<file path="src/hdl/axi_sram_pkg.sv">
package axi_sram_pkg;

   // plain vector widths
   typedef logic [31:0] addr_t;
   typedef logic [31:0] data_t;
   typedef logic [3:0]  strb_t;
   typedef logic [4:0]  id_t;
   typedef logic [1:0]  resp_t;

   // word index into the sram, low bits used by the array
   typedef logic [15:0] widx_t;

   // only OKAY is ever returned
   localparam resp_t RESP_OKAY = 2'b00;

   // read address channel payload
   typedef struct packed {
      id_t   id;
      addr_t addr;
   } ar_req_t;

   // write address channel payload
   typedef struct packed {
      id_t   id;
      addr_t addr;
   } aw_req_t;

   // write data beat, id kept for port compatibility
   typedef struct packed {
      id_t   id;
      data_t data;
      strb_t strb;
   } w_beat_t;

   // read data beat
   typedef struct packed {
      id_t   id;
      data_t data;
      resp_t resp;
   } r_beat_t;

   // write response
   typedef struct packed {
      id_t   id;
      resp_t resp;
   } b_beat_t;

   // one sram write, index + data + byte enables
   typedef struct packed {
      widx_t idx;
      data_t data;
      strb_t strb;
   } ram_wr_t;

   typedef enum logic [2:0] {
      ST_IDLE,
      ST_WR_COLLECT,
      ST_WR_RESP,
      ST_RD_WAIT,
      ST_RD_RESP
   } bridge_state_t;

endpackage

</file>
<file path="src/hdl/axi_sram_req_regs.sv">
`timescale 1ns/100ps

module axi_sram_req_regs (
   input  logic                  aclk,
   input  logic                  reset,
   input  axi_sram_pkg::ar_req_t ar,
   input  axi_sram_pkg::aw_req_t aw,
   input  axi_sram_pkg::w_beat_t w,
   input  logic                  ar_take,
   input  logic                  aw_take,
   input  logic                  w_take,
   input  logic                  rd_done,
   input  axi_sram_pkg::data_t   ram_rdata,
   output axi_sram_pkg::addr_t   ram_raddr,
   output axi_sram_pkg::ram_wr_t ram_wr,
   output axi_sram_pkg::r_beat_t r,
   output axi_sram_pkg::b_beat_t b
);

   import axi_sram_pkg::*;

   // read request
   id_t   ar_id_q;
   addr_t ar_addr_q;

   // write address
   id_t   aw_id_q;
   addr_t aw_addr_q;

   // write beat, W id dropped as in AXI4
   data_t w_data_q;
   strb_t w_strb_q;

   // returned word, held while rready is low
   data_t rdata_q;

   // address live in the take cycle, held value otherwise
   assign ram_raddr = ar_take ? ar.addr : ar_addr_q;

   // word index from byte address
   assign ram_wr.idx  = aw_addr_q[$bits(widx_t)+1:2];
   assign ram_wr.data = w_data_q;
   assign ram_wr.strb = w_strb_q;

   assign r.id   = ar_id_q;
   assign r.data = rdata_q;
   assign r.resp = RESP_OKAY;

   // response id follows the aw beat
   assign b.id   = aw_id_q;
   assign b.resp = RESP_OKAY;

   // ids cleared so idle responses show id 0
   always_ff @(posedge aclk) begin
      if (reset) begin
         ar_id_q <= '0;
         aw_id_q <= '0;
      end else begin
         if (ar_take) begin
            ar_id_q <= ar.id;
         end
         if (aw_take) begin
            aw_id_q <= aw.id;
         end
      end
   end

   always_ff @(posedge aclk) begin
      if (ar_take) begin
         ar_addr_q <= ar.addr;
      end
      if (aw_take) begin
         aw_addr_q <= aw.addr;
      end
      if (w_take) begin
         w_data_q <= w.data;
         w_strb_q <= w.strb;
      end
      // memory output valid by the done cycle
      if (rd_done) begin
         rdata_q <= ram_rdata;
      end
   end

endmodule

</file>
<file path="config.mk">
export PLATFORM = sky130hd
export DESIGN_NAME = axi_sram_req_regs
export DESIGN_NICKNAME = d
export VERILOG_FILES = /design/src/hdl/axi_sram_pkg.sv /design/src/hdl/axi_sram_req_regs.sv
export SDC_FILE = /design/constraint.sdc
export NUM_CORES = 1
export LEC_CHECK = 0
export BUFFER_PORTS_ARGS = -buffer_cell sky130_fd_sc_hd__buf_2
export CAP_MARGIN = 20
export CORE_MARGIN = 5
export CORE_UTILIZATION = 41
export CTS_BUF_LIST = sky130_fd_sc_hd__clkbuf_16
export DETAILED_ROUTE_END_ITERATION = 6
export GPL_TIMING_DRIVEN = 0
export HOLD_SLACK_MARGIN = 0.06
export PLACE_DENSITY = 0.76
export SYNTH_ARGS = -nofsm -noshare
export SYNTH_HDL_FRONTEND = slang
export SYNTH_SLANG_ARGS = --single-unit
</file>
<file path="constraint.sdc">
create_clock -name aclk -period 1.5 [get_ports aclk]
set_input_delay 0.375 -clock aclk [delete_from_list [all_inputs] [get_ports aclk]]
set_output_delay 0.375 -clock aclk [all_outputs]
set_load 0.01 [all_outputs]
</file>
==> impl.org <==
** Floorplanning
- During I/O placement, the number of pins put on the boundary was 283.
- Site Rows :: 36
- The die covers ~12000 µm².
- Initial Util :: 0.418
- Width of the die :: about 110 µm
- Floorplan Core Area :: 9730 µm²
- Die span in y :: 110 µm

** Setup path
- Type of element launching the critical path :: primary input
- Worst setup EP type :: output port
- Critical Path Fanout Max :: 11
- For the worst setup path, the data arrival time is 1.12 ns.
- Critical path start-end classification :: primary input to output port
- The worst register-to-register path ends at ar_addr_q[30].
- The setup check on the worst reg-to-reg path leaves a slack of 0.68 ns.
- Worst r2r src :: ar_addr_q[30]
- Logic depth of the worst register-to-register path :: 2
- Critical-path cell list :: buf_16 -> buf_12 -> mux2_4 -> buf_6
- Data required time of the critical path :: 1.12 ns
- Worst setup startpoint :: ar_take
- The largest individual stage delay along the critical path comes from the cell sky130_fd_sc_hd__mux2_4.
- Largest incremental delay on the critical path :: 0.32 ns

** Cells and area
- Layout Cells excl Fill :: 620
- Leaving out fill and tap cells, the most frequent cell in the layout is sky130_fd_sc_hd__buf_2.
- Layout Nets :: 628
- Share of layout cells above drive strength 1 :: 0.696
- Relative to the synthesized area, the layout overhead comes to 59.6%.
- Most used cells in the layout excluding fill and tap cells :: sky130_fd_sc_hd__buf_2, sky130_fd_sc_hd__edfxtp_1, sky130_fd_sc_hd__dfxtp_1, sky130_fd_sc_hd__buf_6, sky130_fd_sc_hd__mux2_4
- Antenna diode instance count :: 0

** Synth
- Synthesized area per cell :: 21.5 µm²
- Number of register bits inferred by synthesis :: ~130
- Cell count after synthesis :: 189
- Unique masters post-synth :: 12
- Synth warnings :: 0
- Seq/Total Area, Yosys :: 0.827
- The synthesized netlist occupies a cell area of 4070 µm².

** Clock network
- TritonCTS built the clock tree.
- In this run, post-CTS hold repair placed 0 buffers.
- Root cell of the clock tree :: sky130_fd_sc_hd__clkbuf_16
- Clock sinks :: roughly 130
- The H-tree was split into 4 levels.
- Clock Latency Late Sink :: approximately 0.4 ns
- Total clock buffers created by CTS :: 17
- Clk pin slew, worst setup/hold paths :: 0.06 ns
- Clock Path Buffers :: 2

** STA
- Worst Clk Skew :: 0 ns
- Worst max-slew margin expressed relative to the limit :: 0.497
- Part of the cycle the worst path needs :: 0.993
- Slew at the pin with the worst max-slew slack :: 0.755 ns
- Setup-failing EPs final :: 0
- Fin worst setup slack :: 0.00993 ns
- Maximum operating frequency :: 0.671 GHz
- Setup repair after global routing could not meet its margin everywhere.
- Hold WS :: ~0.15 ns
- Minimum period implied by the final worst setup slack :: around 1.5 ns
- Fin. max-slew vios :: 0
- Hold Vio Cnt, Final :: 0

** Route
- In the final routed layout, each cell accounts on average for 16.3 µm.
- The first TritonRoute pass finished after 4 iterations.
- After detailed routing, the number of vias per cell comes to 4.38.
- The final layout contains routed wiring with a total length of between 10000 and 15000 µm.
- First DRT Iteration DRCs :: 42
- Via count :: 2717
- Remaining routing DRC violations :: 0
- Number of nets with antenna violations after routing :: 0

** Power and ir drop
- Seq pwr share :: 0.428
- Of the total power, the share spent switching nets is 0.210.
- Internal power of the cells :: around 7600 µW
- Dividing total power by cell area gives a power density of approximately 1500 nW/µm².
- In this run the power spent charging and discharging nets is 2010 µW.
- Of the total power, combinational logic draws 0.112.
- Proportion of power drawn by the clock network :: 0.460
- The analysis attributes to cell leakage a power of 0.00303 µW.
- Maximum ir drop on the vdd rail :: 706 µV

** Min path
- Along the worst hold path, the cell count comes to 1.
- Hold WC Path Type :: primary input to register
- The worst hold path begins at ram_rdata[30].
- Endpoint of the worst hold path :: rdata_q[30]

** Global routing
- GRT Total Usage :: 0.159
- Number of global-route vias before repair :: 2778
- Wire length of the first global-routing pass :: approximately 14000 µm
- Entering global routing, the biggest net connects 37 pins.
- The number of antenna violations at the first check in global routing was 0.
- Gr ovfl total :: 0

** Outcome
- Outcome :: finished clean

** Job
- Across the run, the number of max-cap violations was 0.

** Place
- Counting tap cells, the placed design contains a total of 580 instances.
- Timing analysis after detailed placement gives a worst setup slack of -0.0365 ns.
- The count of buffers added on input and output ports is ~260.
- The congestion estimate from routability-driven global placement came to 0.691.
- Post-DP HPWL :: 7630 µm
-- worst max-delay path, delay by kind of cell --
kind / cells / cell delay [ns]
buf+inv: 3 / 0.43
mux: 1 / 0.32
-- power by group through the flow --
stage               logic, µW  clock network [µW]  registers (µW)
floorplan                 283                   0            4270
global placement          890                   0            4150
detailed placement        912                   0            4170
CTS                       989                4480            4100
global route             1150                4660            4120
finish                   1070                4400            4100
-- metrics by stage --
stage          area [µm²]  TNS (ns)   util  total power, µW
6_report             6490         0  0.667             9570
4_1_cts              6300   -0.0146  0.648             9570
5_1_grt              6490    -0.370  0.667             9940
2_1_floorplan        4080         0      -             4550
3_5_place_dp         5520    -0.558  0.568             5080
3_3_place_gp         5520    -0.295  0.568             5040
-- layer usage --
| metal | global-route usage | share of wire |
|---|---|---|
| met1 | 0.158 | 0.32 |
| met2 | 0.277 | 0.54 |
| met3 | 0.0822 | 0.12 |
| met4 | 0.0668 | 0.015 |
| met5 | 0 | 0 |
-- cell usage after synthesis, drive strengths merged --
master,count,area share
edfxtp,84,0.62
dfxtp,42,0.21
mux2,32,0.11
buf,10,0.027
mux2i,10,0.025
nor2,10,0.0092
conb,1,0.00092
-- final cells by class --
class / count / area, µm²
Tap cell: 133 / 166
Fill cell: 715 / 3240
Timing Repair Buffer: 264 / 1560
Clock inverter: 14 / 215
Sequential cell: 126 / 3370
Clock buffer: 17 / 425
Buffer: 10 / 126
Multi-Input combinational cell: 56 / 629
-- worst max path at each step --
stage	slack (ns)	to
finish	0.01	ram_raddr[13]
global placement	-0.03	ram_raddr[5]
detailed placement	-0.04	ram_raddr[5]
floorplan	0.15	ram_raddr[10]
global route	-0.03	ram_raddr[16]
CTS	-0.007	ram_raddr[28]
-- cell families after synthesis --
family / Yosys count / synth area share
flops: 126 / 0.827
mux: 42 / 0.136
simple gates: 10 / 0.00923
buf+inv: 10 / 0.0271
other cells: 1 / 0.000922
-- repair_timing --
action / 4_1_cts / 5_1_grt
setup buffers: 0 / 8
setup endpoints to repair: 28 / 31
gates cloned: 1 / 0
gates resized for setup: 21 / 27
-- flip-flops by register name (all words and copies together), names as in the netlist --
name	flops
ar_addr_q	32
ar_id_q	5
aw_addr_q	16
aw_id_q	5
rdata_q	32
w_data_q	32
w_strb_q	4
(Power assumes the default switching activity.)
