**src/hdl/axi_sram_pkg.sv**
```systemverilog
package axi_sram_pkg;

   // plain vector widths
   typedef logic [31:0] addr_t;
   typedef logic [31:0] data_t;
   typedef logic [3:0]  strb_t;
   typedef logic [4:0]  id_t;
   typedef logic [1:0]  resp_t;

   // word index into the sram, low bits used by the array
   typedef logic [15:0] widx_t;

   // only OKAY is ever returned
   localparam resp_t RESP_OKAY = 2'b00;

   // read address channel payload
   typedef struct packed {
      id_t   id;
      addr_t addr;
   } ar_req_t;

   // write address channel payload
   typedef struct packed {
      id_t   id;
      addr_t addr;
   } aw_req_t;

   // write data beat, id kept for port compatibility
   typedef struct packed {
      id_t   id;
      data_t data;
      strb_t strb;
   } w_beat_t;

   // read data beat
   typedef struct packed {
      id_t   id;
      data_t data;
      resp_t resp;
   } r_beat_t;

   // write response
   typedef struct packed {
      id_t   id;
      resp_t resp;
   } b_beat_t;

   // one sram write, index + data + byte enables
   typedef struct packed {
      widx_t idx;
      data_t data;
      strb_t strb;
   } ram_wr_t;

   typedef enum logic [2:0] {
      ST_IDLE,
      ST_WR_COLLECT,
      ST_WR_RESP,
      ST_RD_WAIT,
      ST_RD_RESP
   } bridge_state_t;

endpackage

```
**src/hdl/axi_sram_fsm.sv**
```systemverilog
`timescale 1ns/100ps

module axi_sram_fsm (
   input  logic aclk,
   input  logic reset,
   input  logic arvalid,
   input  logic rready,
   input  logic awvalid,
   input  logic wvalid,
   input  logic bready,
   input  logic rd_done,
   output logic arready,
   output logic awready,
   output logic wready,
   output logic rvalid,
   output logic bvalid,
   output logic ar_take,
   output logic aw_take,
   output logic w_take,
   output logic rd_start,
   output logic ram_rd_en,
   output logic ram_wr_en
);

   import axi_sram_pkg::*;

   bridge_state_t state;
   bridge_state_t state_nxt;

   // aw / w beats captured for the pending write
   logic aw_got;
   logic w_got;
   logic wr_ready_state;
   logic r_retire;
   logic b_retire;

   // write channels open only while collecting a write
   assign wr_ready_state = (state == ST_IDLE) || (state == ST_WR_COLLECT);
   assign awready        = wr_ready_state & ~aw_got;
   assign wready         = wr_ready_state & ~w_got;

   // writes win in idle, a read waits until both write valids are low
   assign arready = (state == ST_IDLE) & ~awvalid & ~wvalid;

   assign rvalid = (state == ST_RD_RESP);
   assign bvalid = (state == ST_WR_RESP);

   // channel handshakes
   assign ar_take  = arvalid & arready;
   assign aw_take  = awvalid & awready;
   assign w_take   = wvalid & wready;
   assign r_retire = rvalid & rready;
   assign b_retire = bvalid & bready;

   // sram read issued with the AR handshake, timer started alongside
   assign ram_rd_en = ar_take;
   assign rd_start  = ar_take;

   // single write once both halves are held
   assign ram_wr_en = (state == ST_WR_COLLECT) & aw_got & w_got;

   always_comb begin
      state_nxt = state;
      case (state)
         ST_IDLE: begin
            if (ar_take) begin
               state_nxt = ST_RD_WAIT;
            end else if (aw_take || w_take) begin
               state_nxt = ST_WR_COLLECT;
            end
         end
         ST_WR_COLLECT: begin
            // memory write happens in this cycle
            if (aw_got && w_got) begin
               state_nxt = ST_WR_RESP;
            end
         end
         ST_WR_RESP: begin
            if (b_retire) begin
               state_nxt = ST_IDLE;
            end
         end
         ST_RD_WAIT: begin
            if (rd_done) begin
               state_nxt = ST_RD_RESP;
            end
         end
         ST_RD_RESP: begin
            if (r_retire) begin
               state_nxt = ST_IDLE;
            end
         end
         default: begin
            state_nxt = ST_IDLE;
         end
      endcase
   end

   always_ff @(posedge aclk) begin
      if (reset) begin
         state  <= ST_IDLE;
         aw_got <= 1'b0;
         w_got  <= 1'b0;
      end else begin
         state <= state_nxt;
         // B handshake frees both write channels
         if (b_retire) begin
            aw_got <= 1'b0;
            w_got  <= 1'b0;
         end else begin
            if (aw_take) begin
               aw_got <= 1'b1;
            end
            if (w_take) begin
               w_got <= 1'b1;
            end
         end
      end
   end

endmodule

```
**config.mk**
```make
export PLATFORM = sky130hd
export DESIGN_NAME = axi_sram_fsm
export DESIGN_NICKNAME = d
export VERILOG_FILES = /design/src/hdl/axi_sram_pkg.sv /design/src/hdl/axi_sram_fsm.sv
export SDC_FILE = /design/constraint.sdc
export NUM_CORES = 1
export LEC_CHECK = 0
export BUFFER_PORTS_ARGS = -buffer_cell sky130_fd_sc_hd__buf_4
export CORE_AREA = 2 2 39 41
export CTS_BUF_LIST = sky130_fd_sc_hd__clkbuf_4 sky130_fd_sc_hd__clkbuf_8
export DETAILED_ROUTE_END_ITERATION = 8
export DIE_AREA = 0 0 41 43
export HOLD_SLACK_MARGIN = 0.02
export PLACE_DENSITY = 0.6
export SYNTH_ARGS = -nofsm -noshare
export SYNTH_HDL_FRONTEND = slang
export SYNTH_SLANG_ARGS = --single-unit
```
**constraint.sdc**
```tcl
create_clock -name aclk -period 1.8 [get_ports aclk]
set_input_delay 0.27 -clock aclk [delete_from_list [all_inputs] [get_ports aclk]]
set_output_delay 0.27 -clock aclk [all_outputs]
set_load 0.1 [all_outputs]
```
==> results of run 1 <==
-- state kept, by name (all words and copies together) (netlist names) --
signal and flops:
state 3, aw_got 1, w_got 1
-- cells by family after synthesis --
kind of cell           after synthesis
AO/OA/AOI/OAI                       10
buffers and inverters                8
flip-flops                           5
multiplexers                         1
AND/OR/NAND/NOR                     21
-- cells in the mapped netlist (2+ instances only) --
master	number
dfxtp_1	5
inv_1	4
nor2_1	4
nor3_1	4
a21oi_1	3
a211oi_1	2
buf_4	2
nand2_1	2
-- layout make-up --
class,instances,share of cell area
clock buffer,4,0.0505
multi-input combinational,32,0.478
timing repair buffer,19,0.240
tap,16,0.0337
sequential,5,0.173
inverter,4,0.0253
-- metrics by stage --
step                hold WS, ns  TNS [ns]
floorplan                 0.339     -1.07
global placement          0.474         0
CTS                       0.219         0
detailed placement        0.475         0
finish                    0.221         0
global route              0.222         0
-- worst paths after layout --
check        startpoint       end  slack, ns  depth (start not counted)
min              bready    aw_got       0.22                          2
max reg2reg    state[2]  state[1]       0.28                          4
max            state[2]    w_take       0.11                          4
min reg2reg       w_got     w_got       0.60                          2
-- per-layer routing --
layer	share of wire	track usage	wire length (um)	up-vias
li1	-	-	-	202
met1	0.47	0.152	400	161
met3	0.059	0.0157	50	4
met4	0.040	0.140	34	0
met5	0	0	0	-
met2	0.43	0.131	361	13
==> impl_metrics.env, run 1 <==
export IMPL_tightestPinTransition_ns=0.317
export IMPL_overflow=0
export IMPL_mostFrequentLayoutCell="buf_4"
export IMPL_path_class="reg2out"
export IMPL_async_flop_share=0
export IMPL_syn_area_um2=363
export IMPL_cts_sinks=5
export IMPL_post_route_period_util=0.937
export IMPL_synth_edf_count=0
export IMPL_wire_per_inst_um=10.6
export IMPL_yosys_most_used_dff="dfxtp_1"
export IMPL_clockBufferDepth=2
export IMPL_period_needed_ns=1.69
export IMPL_drt_total_wl_um=847
export IMPL_ff_latch_area_um2=103
export IMPL_grt_pass1_wl_mm=1.27
export IMPL_mostFrequentLayoutCells="buf_4, inv_1, clkbuf_4"
export IMPL_synth_xor_area_frac=0
export IMPL_antenna_found_initial=0
export IMPL_cts_buffers=3
export IMPL_place_inst=76
export IMPL_grt_pass1_vias=308
export IMPL_slowest_delay_ns=0.34
export IMPL_cts_max_level=1
export IMPL_dp_hpwl_um=707
export IMPL_multi_input_area_um2=284
export IMPL_synth_seq_area_share=0.276
export IMPL_synth_distinct_cells=27
export IMPL_drive_above_1_share=0.578
export IMPL_setup_slack_ns=0.113
export IMPL_cts_resized_gates=0
export IMPL_insertion_delay_ns=0.24
export IMPL_fmax_mhz=593
export IMPL_row_count=14
export IMPL_cp_slowest_cell="dfxtp_2"
export IMPL_synth_compound_area_frac=0.224
export IMPL_ys_warn_count=0
export IMPL_synthMuxAreaShare=0.0310
export IMPL_maxCapViolCount=0
export IMPL_slew_viol_final=0
export IMPL_die_area_mm2=0.00176
export IMPL_synth_top_cell_area_share=0.276
export IMPL_io_pins=19
export IMPL_finalHoldViolCount=0
export IMPL_grt_util_all_layers=0.114
export IMPL_max_slew_margin=0.784
export IMPL_dr_first_iter_drc_count=2
export IMPL_port_buffers=18
export IMPL_worstPathArrival_ns=1.42
export IMPL_crit_family="simple AND/OR/NAND/NOR gates"
export IMPL_routed_via_density=4.75
export IMPL_initial_core_util=0.262
export IMPL_critical_path_buf_inv_count=1
export IMPL_final_nets=73
export IMPL_synth_area_top_cells="dfxtp_1, nor3_1, a21oi_1"
export IMPL_skew_ns=0.00311
export IMPL_cp_start_kind="register"
export IMPL_rsz0062_at_grt="no"
export IMPL_path_clk_slew_ns=0.04
export IMPL_placed_cell_area_um2=564
export IMPL_route_antenna_remaining_nets=0
export IMPL_place_gp_congestion=0.739
export IMPL_worstPathRequired_ns=1.53
export IMPL_avgSynthCellArea_um2=8.06
export IMPL_die_y_um=43
export IMPL_synth_largest_area_cell="dfxtp_1"
export IMPL_drc=0
export IMPL_setup_viol=0
export IMPL_crit_chain="or2_4 > nor2_4 > and2_4 > buf_4"
export IMPL_cts_root_buf="clkbuf_4"
export IMPL_cts_setup_buffers=0
export IMPL_coreArea_mm2=0.00138
export IMPL_stdcell_area_um2=594
export IMPL_synth_simple_gate_area_share=0.345
export IMPL_synthAdderAreaFrac=0
export IMPL_final_util=0.429
export IMPL_end_kind="output port"
export IMPL_first_pass_iters=3
export IMPL_synth_cells=45
export IMPL_grt_max_degree=10
export IMPL_synthToLayoutAreaGrowth_pct=63.8
export IMPL_cts_hold_buffers_added=0
export IMPL_dpl_worst_slack_ns=0.172
export IMPL_syn_nets=53
export IMPL_antenna_cells=0
export IMPL_crit_fanout=7
export IMPL_synth_seq_cells=5
export IMPL_cts_tree="yes"
export IMPL_outcome="completed"
export IMPL_hp_class="in2reg"
export IMPL_layoutNonFillerInstCount=80
export IMPL_fillers=148
export IMPL_die_x_um=41
export IMPL_route_vias_total=380
export IMPL_synth_top_family_by_area="simple AND/OR/NAND/NOR gates"
Power of run 1 is left out: the tool's default activity adds up to more than one toggle a clock period on the data nets, which glitch-free logic cannot reach.
==> run 2, diff against run 1 <==
Settings changed: ABC_AREA set to 1, PLACE_DENSITY 0.6 to 0.66.
==> run 2 against run 1 <==
- critical path depth is 2 higher
- clock skew is 0.00066 ns higher
- synthesized cell count is 44% higher
- global-route usage is 1.9 points higher
- cell area is 14% higher
- cell count is 26% higher
- sequential cell count stayed put
- non-clock buffer count is 1 higher
- hold slack worse by 0.034 ns
- critical path type unchanged
- critical endpoint is now rd_start
==> impl_metrics.env, run 2 <==
export IMPL_outcome="completed"
export IMPL_largest_reg_flops=3
export IMPL_synth_cells=65
export IMPL_initial_core_util=0.316
export IMPL_worstPathArrival_ns=1.43
export IMPL_slew_viol_final=0
export IMPL_synth_xor_area_frac=0
export IMPL_crit_chain="nor2_4 > nand2_4 > nor3_4 > nand2_2 > clkinvlp_4 > buf_12"
export IMPL_syn_area_um2=437
export IMPL_final_nets=94
export IMPL_grt_util_all_layers=0.133
export IMPL_top_regs="state x3, aw_got x1, w_got x1"
export IMPL_synth_compound_area_frac=0.0659
export IMPL_post_route_period_util=0.947
export IMPL_rsz0062_at_grt="no"
export IMPL_yosys_top_cells_count="nand2_1, inv_1, dfxtp_1, nand2_2, nor2_1"
export IMPL_cp_slowest_cell="dfxtp_2"
export IMPL_synth_distinct_cells=18
export IMPL_dpl_worst_slack_ns=0.264
export IMPL_drc=0
export IMPL_synthAdderAreaFrac=0
export IMPL_async_flop_share=0
export IMPL_holdWs_ns=0.187
export IMPL_synth_seq_cells=5
export IMPL_cts_setup_buffers=0
export IMPL_holdCritStartpoint="reset"
export IMPL_end_kind="output port"
export IMPL_grt_pass1_wl_mm=1.52
export IMPL_synthMuxAreaShare=0
export IMPL_row_count=14
export IMPL_setup_viol=0
export IMPL_synth_area_top_cells="dfxtp_1, nand2_1, nor2_4"
export IMPL_place_inst=97
export IMPL_finalPower_mw=1.27
export IMPL_route_antenna_remaining_nets=0
export IMPL_grt_pass1_vias=379
export IMPL_mostFrequentLayoutCell="buf_4"
export IMPL_cp_start_kind="register"
export IMPL_die_y_um=43
export IMPL_critical_path_buf_inv_count=2
export IMPL_crit_family="simple AND/OR/NAND/NOR gates"
export IMPL_io_pins=19
export IMPL_die_area_mm2=0.00176
export IMPL_antenna_found_initial=0
export IMPL_synthToLayoutAreaGrowth_pct=55.3
export IMPL_route_vias_total=444
export IMPL_finalHoldViolCount=0
export IMPL_synth_top_cell_area_share=0.229
export IMPL_cts_hold_buffers_added=0
export IMPL_stdcell_area_um2=678
export IMPL_hp_class="in2reg"
export IMPL_cts_root_buf="clkbuf_4"
export IMPL_avgSynthCellArea_um2=6.72
export IMPL_max_slew_margin=0.813
export IMPL_coreArea_mm2=0.00138
export IMPL_synth_simple_gate_area_share=0.516
export IMPL_setup_slack_ns=0.0956
export IMPL_drt_total_wl_um=935
export IMPL_cts_buffers=3
export IMPL_wire_per_inst_um=9.26
export IMPL_synth_top_family_by_area="simple AND/OR/NAND/NOR gates"
export IMPL_cts_tree="yes"
export IMPL_insertion_delay_ns=0.24
export IMPL_p_per_area_mw_per_mm2=1880
export IMPL_crit_fanout=6
export IMPL_die_x_um=41
export IMPL_max_vdd_ir_drop_v=0.00104
export IMPL_routed_via_density=4.40
export IMPL_r2r_start="state[2]"
export IMPL_period_needed_ns=1.70
export IMPL_dr_first_iter_drc_count=5
export IMPL_overflow=0
export IMPL_syn_nets=73
export IMPL_p_leak_nw=0.339
export IMPL_grt_max_degree=8
export IMPL_startpoint="state[0]"
export IMPL_clockBufferDepth=2
export IMPL_path_class="reg2out"
export IMPL_cts_max_level=1
export IMPL_yosys_most_used_dff="dfxtp_1"
export IMPL_mostFrequentLayoutCells="buf_4, nand2_1, inv_1"
export IMPL_place_gp_congestion=0.793
export IMPL_path_clk_slew_ns=0.04
export IMPL_drive_above_1_share=0.600
export IMPL_dp_hpwl_um=791
export IMPL_slowest_delay_ns=0.36
export IMPL_ys_warn_count=0
export IMPL_cts_resized_gates=0
export IMPL_synth_edf_count=0
export IMPL_first_pass_iters=4
export IMPL_synth_seq_area_share=0.229
export IMPL_final_util=0.490
export IMPL_port_buffers=18
export IMPL_cts_sinks=5
export IMPL_fmax_mhz=587
export IMPL_tightestPinTransition_ns=0.283
export IMPL_synth_most_common_cell="nand2_1"
export IMPL_fillers=137
export IMPL_antenna_cells=0
export IMPL_maxCapViolCount=0
export IMPL_synth_largest_area_cell="dfxtp_1"
export IMPL_regMostFlops="state"
export IMPL_skew_ns=0.00377
export IMPL_worstPathRequired_ns=1.53
export IMPL_placed_cell_area_um2=609
export IMPL_tns_ns=0
export IMPL_layoutNonFillerInstCount=101
[run 2: cell types whose count changed in the layout (fill, tap and decap cells not counted), sizes merged, moves of 2 or more]
| cell | delta |
|---|---|
| nor2 | +6 |
| inv | +7 |
| a211oi | -2 |
| a21oi | +2 |
| nand2 | +15 |
| nand3 | +4 |
| o2111ai | -2 |
| or3b | -2 |
[run 2: report_power, final]
part	internal, mW	switching, mW
registers	0.145	0.0426
logic	0.250	0.687
clock network	0.0990	0.0488
[run 2: cell type report]
type | instances | area [um2] | area share
inverter | 12 | 48.8 | 0.0720
sequential | 5 | 101 | 0.149
multi-input combinational | 44 | 290 | 0.428
tap | 16 | 20.0 | 0.0295
timing repair buffer | 20 | 188 | 0.277
clock buffer | 4 | 30.0 | 0.0443
[run 2: cell families after synthesis]
group | count (synthesis)
buffers and inverters | 16
and+or+nand+nor | 39
DFF | 5
AOI/OAI and AO/OA | 5
[run 2: worst register-to-register path: stages (launching register included)]
cell     delay (ns)
dfxtp_1        0.38
buf_4          0.19
nor2_4         0.12
nand3_2        0.09
nand2_1        0.09
inv_2          0.04
nand2_2        0.09
nand2_2        0.07
nor2_1         0.13
nor2_2         0.04
[run 2: metal layers]
metal,track usage,share of wire,up-vias
met4,0.100,0.015,0
li1,-,-,239
met3,0.0314,0.055,2
met2,0.191,0.50,14
met5,0,0,-
met1,0.161,0.43,189
[run 2: final timing paths]
| path | end | cells past startpoint | slack, ns |
|---|---|---|---|
| max | rd_start | 6 | 0.1 |
| min | state[2] | 2 | 0.19 |
| max reg2reg | state[1] | 9 | 0.47 |
| min reg2reg | aw_got | 2 | 0.52 |
(Power assumes the default switching activity.)
